## config.mk

```make
export PLATFORM = sky130hd
export DESIGN_NAME = stk_pipe_al_flat
export DESIGN_NICKNAME = d
export VERILOG_FILES = /design/src/rtl/stk_pkg.sv /design/src/rtl/stk_cmd_if.sv /design/src/rtl/stk_pipe_al.sv /design/src/flat_wrapper.sv
export SDC_FILE = /design/constraint.sdc
export NUM_CORES = 1
export LEC_CHECK = 0
export ABC_AREA = 1
export ABC_CLOCK_PERIOD_IN_PS = 4500
export BUFFER_PORTS_ARGS = -buffer_cell sky130_fd_sc_hd__buf_2
export CAP_MARGIN = 5
export CORE_MARGIN = 3
export CORE_UTILIZATION = 53
export DETAILED_ROUTE_END_ITERATION = 8
export PLACE_DENSITY = 0.84
export SYNTH_ARGS = -nofsm -noshare
export SYNTH_HDL_FRONTEND = slang
export SYNTH_SLANG_ARGS = --single-unit
```

## constraint.sdc

```tcl
create_clock -name clk -period 4.5 [get_ports clk]
set_input_delay 0.9 -clock clk [delete_from_list [all_inputs] [get_ports clk]]
set_output_delay 0.9 -clock clk [all_outputs]
set_load 0.005 [all_outputs]
```

## src/rtl/stk_pkg.sv

```systemverilog
package stk_pkg;

  // Number of engines, one per command port
  localparam int ENGS_N = 4;

  // Width of an engine index
  localparam int ENGID_W = $clog2(ENGS_N);

  // Engine index, also the number of the requesting port
  typedef logic [ENGID_W-1:0] engid_t;

  // Command codes presented on each port
  typedef enum logic [1:0] {
    // Place a word on top of the stack
    OP_PUSH  = 2'b00,
    // Remove and return the top word
    OP_POP   = 2'b01,
    // Empty the stack
    OP_CLEAR = 2'b10,
    // Not defined, rejected
    OP_RSVD  = 2'b11
  } opcode_t;

  // Response status
  typedef enum logic [1:0] {
    // Command done
    ST_OKAY  = 2'b00,
    // Push to a full stack, nothing stored
    ST_FULL  = 2'b01,
    // Pop from an empty stack, zero data
    ST_EMPTY = 2'b10,
    // Reserved opcode, state unchanged
    ST_BADOP = 2'b11
  } status_t;

endpackage : stk_pkg
```

## src/rtl/stk_cmd_if.sv

```systemverilog
interface stk_cmd_if #(
  parameter int DATA_W = 32
) ();

  // Single cycle strobe, one admitted command
  logic             vld;
  // Target engine
  stk_pkg::engid_t  engid;
  // Operation
  stk_pkg::opcode_t opcode;
  // Push data
  logic [DATA_W-1:0] dat;

  // Stage that drives the command
  modport producer (output vld, output engid, output opcode, output dat);

  // Stage that takes the command
  modport consumer (input vld, input engid, input opcode, input dat);

endinterface : stk_cmd_if

```

## src/rtl/stk_pipe_al.sv

```systemverilog
module stk_pipe_al #(
  parameter int DEPTH = 8
) (
  input  logic                                             clk,
  input  logic                                             i_reset,
  output logic                                             o_busy,
  stk_cmd_if.consumer                                      cmd_in,
  stk_cmd_if.producer                                      cmd_out,
  output logic [stk_pkg::ENGID_W+$clog2(DEPTH)-1:0]        o_addr,
  output stk_pkg::status_t                                 o_status
);

  // Slot index within one engine
  localparam int SLOT_W = $clog2(DEPTH);
  // Pointer counts 0..DEPTH, one bit wider so full fits
  localparam int PTR_W  = SLOT_W + 1;
  // Storage index, engine in the upper bits
  localparam int ADDR_W = stk_pkg::ENGID_W + SLOT_W;

  // Stack pointer table, one entry per engine, zeroed by the sweep
  logic [PTR_W-1:0] ptr_q [stk_pkg::ENGS_N];

  // Init sweep state
  logic            busy_q;
  stk_pkg::engid_t init_q;

  // Lookup results for the current command
  logic [PTR_W-1:0]  ptr_cur;
  logic [PTR_W-1:0]  ptr_nxt;
  logic [SLOT_W-1:0] slot;
  stk_pkg::status_t  status;
  logic              ptr_we;

  always_comb begin
    ptr_cur = ptr_q[cmd_in.engid];
    ptr_nxt = ptr_cur;
    slot    = ptr_cur[SLOT_W-1:0];
    status  = stk_pkg::ST_OKAY;
    case (cmd_in.opcode)
      stk_pkg::OP_PUSH: begin
        // Push writes the slot at the current pointer
        if (ptr_cur == PTR_W'(DEPTH)) begin
          status = stk_pkg::ST_FULL;
        end else begin
          ptr_nxt = ptr_cur + 1'b1;
        end
      end
      stk_pkg::OP_POP: begin
        // Pop reads the slot just below the pointer
        if (ptr_cur == '0) begin
          status = stk_pkg::ST_EMPTY;
        end else begin
          ptr_nxt = ptr_cur - 1'b1;
          slot    = ptr_nxt[SLOT_W-1:0];
        end
      end
      stk_pkg::OP_CLEAR: ptr_nxt = '0;
      default:           status  = stk_pkg::ST_BADOP;
    endcase
    // Table moves only on a successful command
    ptr_we = cmd_in.vld && (status == stk_pkg::ST_OKAY);
  end

  // Sweep clears one entry per cycle after reset
  always_ff @(posedge clk) begin
    if (i_reset) begin
      busy_q <= 1'b1;
      init_q <= '0;
    end else if (busy_q) begin
      init_q <= init_q + 1'b1;
      if (init_q == stk_pkg::engid_t'(stk_pkg::ENGS_N - 1)) begin
        busy_q <= 1'b0;
      end
    end
  end

  assign o_busy = busy_q;

  // Pointer table write port
  always_ff @(posedge clk) begin
    if (busy_q) begin
      ptr_q[init_q] <= '0;
    end else if (ptr_we) begin
      ptr_q[cmd_in.engid] <= ptr_nxt;
    end
  end

  // Command strobe to the execute stage
  always_ff @(posedge clk) begin
    if (i_reset) begin
      cmd_out.vld <= 1'b0;
    end else begin
      cmd_out.vld <= cmd_in.vld;
    end
  end

  // Payload, status and storage address
  always_ff @(posedge clk) begin
    if (cmd_in.vld) begin
      cmd_out.engid  <= cmd_in.engid;
      cmd_out.opcode <= cmd_in.opcode;
      cmd_out.dat    <= cmd_in.dat;
      o_status       <= status;
      o_addr         <= ADDR_W'({cmd_in.engid, slot});
    end
  end

endmodule : stk_pipe_al

```

## src/flat_wrapper.sv

```systemverilog
// flat-port wrapper written by rule: the top's interface ports become plain ports
module stk_pipe_al_flat 
#(
  parameter int DEPTH = 8
)
  (clk, i_reset, o_busy, o_addr, o_status, cmd_in_vld, cmd_in_engid, cmd_in_opcode, cmd_in_dat, cmd_out_vld, cmd_out_engid, cmd_out_opcode, cmd_out_dat);
  stk_cmd_if cmd_in_i ();
  stk_cmd_if cmd_out_i ();
  input  logic clk;
  input  logic i_reset;
  output logic o_busy;
  output logic [stk_pkg::ENGID_W+$clog2(DEPTH)-1:0] o_addr;
  output stk_pkg::status_t o_status;
  input wire logic [$bits(cmd_in_i.vld)-1:0] cmd_in_vld;
  input wire logic [$bits(cmd_in_i.engid)-1:0] cmd_in_engid;
  input wire logic [$bits(cmd_in_i.opcode)-1:0] cmd_in_opcode;
  input wire logic [$bits(cmd_in_i.dat)-1:0] cmd_in_dat;
  output wire logic [$bits(cmd_out_i.vld)-1:0] cmd_out_vld;
  output wire logic [$bits(cmd_out_i.engid)-1:0] cmd_out_engid;
  output wire logic [$bits(cmd_out_i.opcode)-1:0] cmd_out_opcode;
  output wire logic [$bits(cmd_out_i.dat)-1:0] cmd_out_dat;
  assign cmd_in_i.vld = cmd_in_vld;
  assign cmd_in_i.engid = cmd_in_engid;
  assign cmd_in_i.opcode = cmd_in_opcode;
  assign cmd_in_i.dat = cmd_in_dat;
  assign cmd_out_vld = cmd_out_i.vld;
  assign cmd_out_engid = cmd_out_i.engid;
  assign cmd_out_opcode = cmd_out_i.opcode;
  assign cmd_out_dat = cmd_out_i.dat;
  stk_pipe_al #(.DEPTH(DEPTH)) u_core (.clk(clk), .i_reset(i_reset), .o_busy(o_busy), .cmd_in(cmd_in_i), .cmd_out(cmd_out_i), .o_addr(o_addr), .o_status(o_status));
endmodule
```

# Word-level counts from Yosys, hierarchy flattened
# Memories as Yosys holds them, arrays and structs flattened.
# Cells that the tools add are included.
word_totals:
  reg_bits: 47
  mem_bits_rw: 16
  inputBits: 39
  n_memories: 1
mem_list:
  columns: ["memory", "words", "word_bits", "rd", "rd_clocked_by_memory_dff", "write_ports", "line", "text"]
  rows:
  - ["u_core.ptr_q", 4, 4, 1, 0, 1, "stk_pipe_al.sv:21", "logic [PTR_W-1:0] ptr_q [stk_pkg::ENGS_N];"]
classes:
  n_addsub: 3
  eq_ne: 4
  muxes: 18
  reduce_logical: 5
op_table:
  columns: ["op", "count"]
  rows:
  - ["$mux W4", 3]
  - ["$pmux W4 S3", 1]
  - ["$mux W1", 9]
  - ["$mux W3", 2]
  - ["$pmux W2 S3", 1]
  - ["$add A4 B1 Y4 const B", 1]
  - ["$eq A2 B2 Y1 const B", 2]
  - ["$eq A4 B4 Y1 const B", 1]
  - ["$logic_not A2 Y1", 2]
  - ["$logic_not A4 Y1", 1]
  - ["$mux W2", 2]
  - ["$reduce_or A4 Y1", 1]
  - ["$sub A4 B1 Y4 const B", 1]
  - ["$add A2 B1 Y2 const B", 1]
  - ["$eq A2 B1 Y1 const B", 1]
  - ["$logic_and A1 B1 Y1", 1]

# Logic depth before layout (Yosys ltp)
# An unclocked memory read counts as a cell.
depth:
  word_depth: 11
  depth_mapped: 14
  depth_no_buf: 13

# Worst setup path after synthesis
# No wires, ideal clock.
synth_path:
  path_kind: "input-to-reg"
  from: "input port cmd_in_engid[0]"
  to: "memory u_core.ptr_q[1][0] in the netlist's numbering (enable)"
  setup_ps: 329
  arrival_ps: 2329
  required_time_ps: 4171
  slack_ps: 1842
  stages: 13
  cell_sequence: "buf_6 > inv_6 > nand2_1 > nand3_1 > nand2_1 > ha_1 > nand3_4 > nor2_4 > nor2_8 > nand3_4 > nand2_2 > nand2_2 > nor2_1"
synth_via:
  elab_chain_len: 11
synth_lines:
  columns: ["item", "line", "text"]
  rows:
  - ["from (decl)", "flat_wrapper.sv:15", "input wire logic [$bits(cmd_in_i.engid)-1:0] cmd_in_engid;"]
  - ["$mem_v2 Z4 W4", null, null]
  - ["$eq A4 B4 Y1 or $logic_not A4 Y1 (tied branches)", "stk_pipe_al.sv:42, stk_pipe_al.sv:50", null]
  - ["$mux W1 or $mux W2 (tied branches)", "stk_pipe_al.sv:42, stk_pipe_al.sv:50", null]
  - ["$pmux W2 S3", "stk_pipe_al.sv:39", "case (cmd_in.opcode)"]
  - ["$logic_not A2 Y1", "stk_pipe_al.sv:61", "ptr_we = cmd_in.vld && (status == stk_pkg::ST_OKAY);"]
  - ["$logic_and A1 B1 Y1", "stk_pipe_al.sv:61", null]
  - ["$mux W1", "stk_pipe_al.sv:83", "end else if (ptr_we) begin"]
  - ["$mux W1", "stk_pipe_al.sv:81", "if (busy_q) begin"]
  - ["$mux W1 (not written as such)", "stk_pipe_al.sv:84", "ptr_q[cmd_in.engid] <= ptr_nxt;"]
  - ["$reduce_or A4 Y1 (no line)", null, null]
  - ["$mux W2 (no line) or $mux W1 (tied branches)", null, null]
  - ["to (decl)", "stk_pipe_al.sv:21", null]
# Parallel ways exist; a longest one is shown, timed or not.

# Worst setup path after layout
layout_path:
  from: "input port cmd_in_engid[0]"
  to: "memory u_core.ptr_q[1][3] in the netlist's numbering (enable)"
# The elaborated chain is that of the path after synthesis.

==> flow_metrics.env <==
export IMPL_synthAdderAreaFrac_pct=1.52
export IMPL_grt_pass1_wl_um=7910
export IMPL_cp_cell_sequence="buf_2 -> inv_6 -> nand2_1 -> nand3_1 -> nand2_1 -> ha_1 -> nand3_4 -> nor2_4 -> nor2_8 -> nand3_4 -> nand2_2 -> nand2_2 -> nor2_1"
export IMPL_gp_congestion=0.968
export IMPL_synth_top_family_by_area="simple AND/OR/NAND/NOR gates"
export IMPL_cts_sinks=61
export IMPL_crit_path_end_kind="register"
export IMPL_holdCritPathClass="register to register"
export IMPL_leakagePower_nw=1.38
export IMPL_yosys_area_share_simple_pct=18.2
export IMPL_rr_worst_depth=10
export IMPL_routed_wl_um=5010
export IMPL_hold_buffers=0
export IMPL_yosys_area_top_type_share_pct=69.1
export IMPL_critPathArrivalTime_ps=2690
export IMPL_pin_count=84
export IMPL_ant_nets=0
export IMPL_placementRows=24
export IMPL_wire_per_inst_um=15.0
export IMPL_vias=1737
export IMPL_power_density_nw_per_um2=443
export IMPL_cpPeakStageDelay_ps=330
export IMPL_ys_top_cells_by_count="edfxtp_1 (57), nand2_1 (40), inv_1 (17), nand3_1 (15), o21ai_0 (7)"
export IMPL_yosysTopAreaCell="edfxtp_1"
export IMPL_ctsHtreeMaxLevel=3
export IMPL_drive_gt1_share_pct=41.3
export IMPL_finClkSkew_ps=5.15
export IMPL_synth_edf_count=57
export IMPL_clockBufferDepth=2
export IMPL_yosysMostFrequentCell="edfxtp_1"
export IMPL_cts_tree="done"
export IMPL_fmax_mhz=370
export IMPL_die_area_um2=5530
export IMPL_firstDrtPassIters=4
export IMPL_tns_ps=0
export IMPL_cp_start_kind="input pin"
export IMPL_timing_hold_ws_ps=509
export IMPL_syn_area_per_cell_um2=13.5
export IMPL_finalCritPeriodShare_pct=60.0
export IMPL_clkLatencyLatePin_ps=330
export IMPL_path_class="input pin to register"
export IMPL_whs_path_depth=2
export IMPL_numCtsBuffers=9
export IMPL_maxCapViolCount=0
export IMPL_slew_violations=0
export IMPL_via_per_inst=5.22
export IMPL_rsz0062_at_grt="no"
export IMPL_slowest_stage="ha_1"
export IMPL_worst_path_stages=13
export IMPL_peakVddDrop_v=0.000247
export IMPL_synth_xor_area_share_pct=0.354
export IMPL_grt_max_degree=43
export IMPL_synth_main_ff_cell="edfxtp_1"
export IMPL_hold_viol=0
export IMPL_setup_viol=0
export IMPL_area_delta_synth_final_pct=27.0
export IMPL_drt_iter0_drc=223
export IMPL_die_h_um=74.4
export IMPL_portBuffers=83
export IMPL_yosys_mux_area_fraction_pct=0
export IMPL_overflow=0
export IMPL_root_buffer="clkbuf_8"
export IMPL_status="completed"
export IMPL_antenna_found_initial=0
export IMPL_post_cts_buffers=0
export IMPL_n_antenna_cell=0
export IMPL_yosys_warnings=0
export IMPL_drc=0
export IMPL_syn_area_um2=2480
export IMPL_synth_compound_area_share_pct=3.28
export IMPL_core_um2=4440
export IMPL_worst_pin_slew_ps=505
export IMPL_layout_nets=318
export IMPL_yosysUniqueCellTypes=27
export IMPL_critPathMaxFanout=11
export IMPL_ys_seq_area_share_pct=72.3
export IMPL_synthTopCellsByArea="edfxtp_1 (69%), nand2_1 (6.1%), dfxtp_1 (3.2%)"
export IMPL_syn_nets=226
export IMPL_track_usage_pct=19.7
export IMPL_crit_required_ps=4490
export IMPL_ys_async_sr_fraction_pct=0
export IMPL_grt_pass1_vias=1712
export IMPL_crit_family="simple AND/OR/NAND/NOR gates"
export IMPL_fp_dieW_um=74.4
export IMPL_start_util_pct=55.7
export IMPL_max_slew_margin_pct=66.3
export IMPL_path_buf_inv=2
export IMPL_clk_pin_slew_ps=60
export IMPL_post_cts_resized=0
export IMPL_synthCells=184
export IMPL_dpl_hpwl_um=3780
export IMPL_ys_seq_elements=61
export IMPL_period_needed_ps=2700
-- layer usage --
layer	GRT usage (%)	vias up	wire length [µm]
li1	-	830	-
met1	20.9	801	1740
met2	34.8	90	2680
met3	4.73	16	464
met4	12.3	0	124
met5	0	-	0
-- worst paths after layout --
check	start	end	slack, ps
setup / recovery	cmd_in_engid[0]	u_core.ptr_q[1][3]	1800
hold / removal	u_core.init_q[0]	u_core.init_q[0]	510
setup reg to reg	u_core.ptr_q[0][0]	u_core.ptr_q[1][3]	2270
hold reg to reg	u_core.init_q[0]	u_core.init_q[0]	510
-- cell families (layout without fill, tap and decap cells) --
| kind of cell | Yosys count | after routing |
|---|---|---|
| flops | 61 | 61 |
| xor+xnor | 1 | 1 |
| fa+ha+maj | 3 | 3 |
| buf+inv | 23 | 120 |
| compound gates | 15 | 15 |
| simple gates | 81 | 81 |
-- registers in the layout (all words and copies together) (netlist names) --
name and flops:
u_core.cmd_out.dat 32, u_core.ptr_q 16, u_core.o_addr 4, u_core.cmd_out.opcode 2
u_core.init_q 2, u_core.o_status 2, u_core.cmd_out.engid 1, u_core.cmd_out.vld 1
u_core.o_busy 1
-- worst reg2reg max path: stages (launching register included) --
cell and delay, ps:
edfxtp_1 400, nand2_1 100, nand3_1 70, nand2_1 170, ha_1 340, nand3_4 150
nor2_4 160, nor2_8 60, nand4_2 70, nand3_1 100, nor2_1 290
-- report_power, final --
| part | switching (mW) | internal (mW) |
|---|---|---|
| registers | 0.0178 | 0.687 |
| clock network | 0.195 | 0.311 |
| logic | 0.115 | 0.0695 |
-- cells in the final DEF, fill, tap and decap left out, types with 2 or more instances in the layout --
cell and n:
edfxtp_1 57, clkbuf_1 3, nand2_1 40, inv_1 17, dfxtp_1 4, clkbuf_8 9
nand2_2 6, o21ai_0 7, ha_1 3, buf_2 83, a31oi_1 3, nand3_1 15
nand4_1 4, nand3_2 2, bufinv_16 2, a21oi_1 3, nor2_1 5, nand2_4 2
nand3_4 3
-- cell type report --
type	count	area, µm²
multi-input combinational	100	579
timing repair buffer	84	423
clock inverter	4	72.6
tap	52	65.1
sequential	61	1790
inverter	20	80.1
clock buffer	12	135
fill	314	1300
-- per-stage QoR --
stage          utilization (%)  instances  power [mW]  setup WS, ps  instance area [µm²]
2_1_floorplan                -        184       0.819          1840                 2480
3_3_place_gp              66.1        317       0.893          1640                 2940
3_5_place_dp              66.1        317       0.900          1500                 2940
4_1_cts                   70.8        333        1.40          1840                 3150
5_1_grt                   70.8        333        1.45          1590                 3150
6_report                  70.8        333        1.40          1800                 3150
Power figures use the tool's default switching activity.
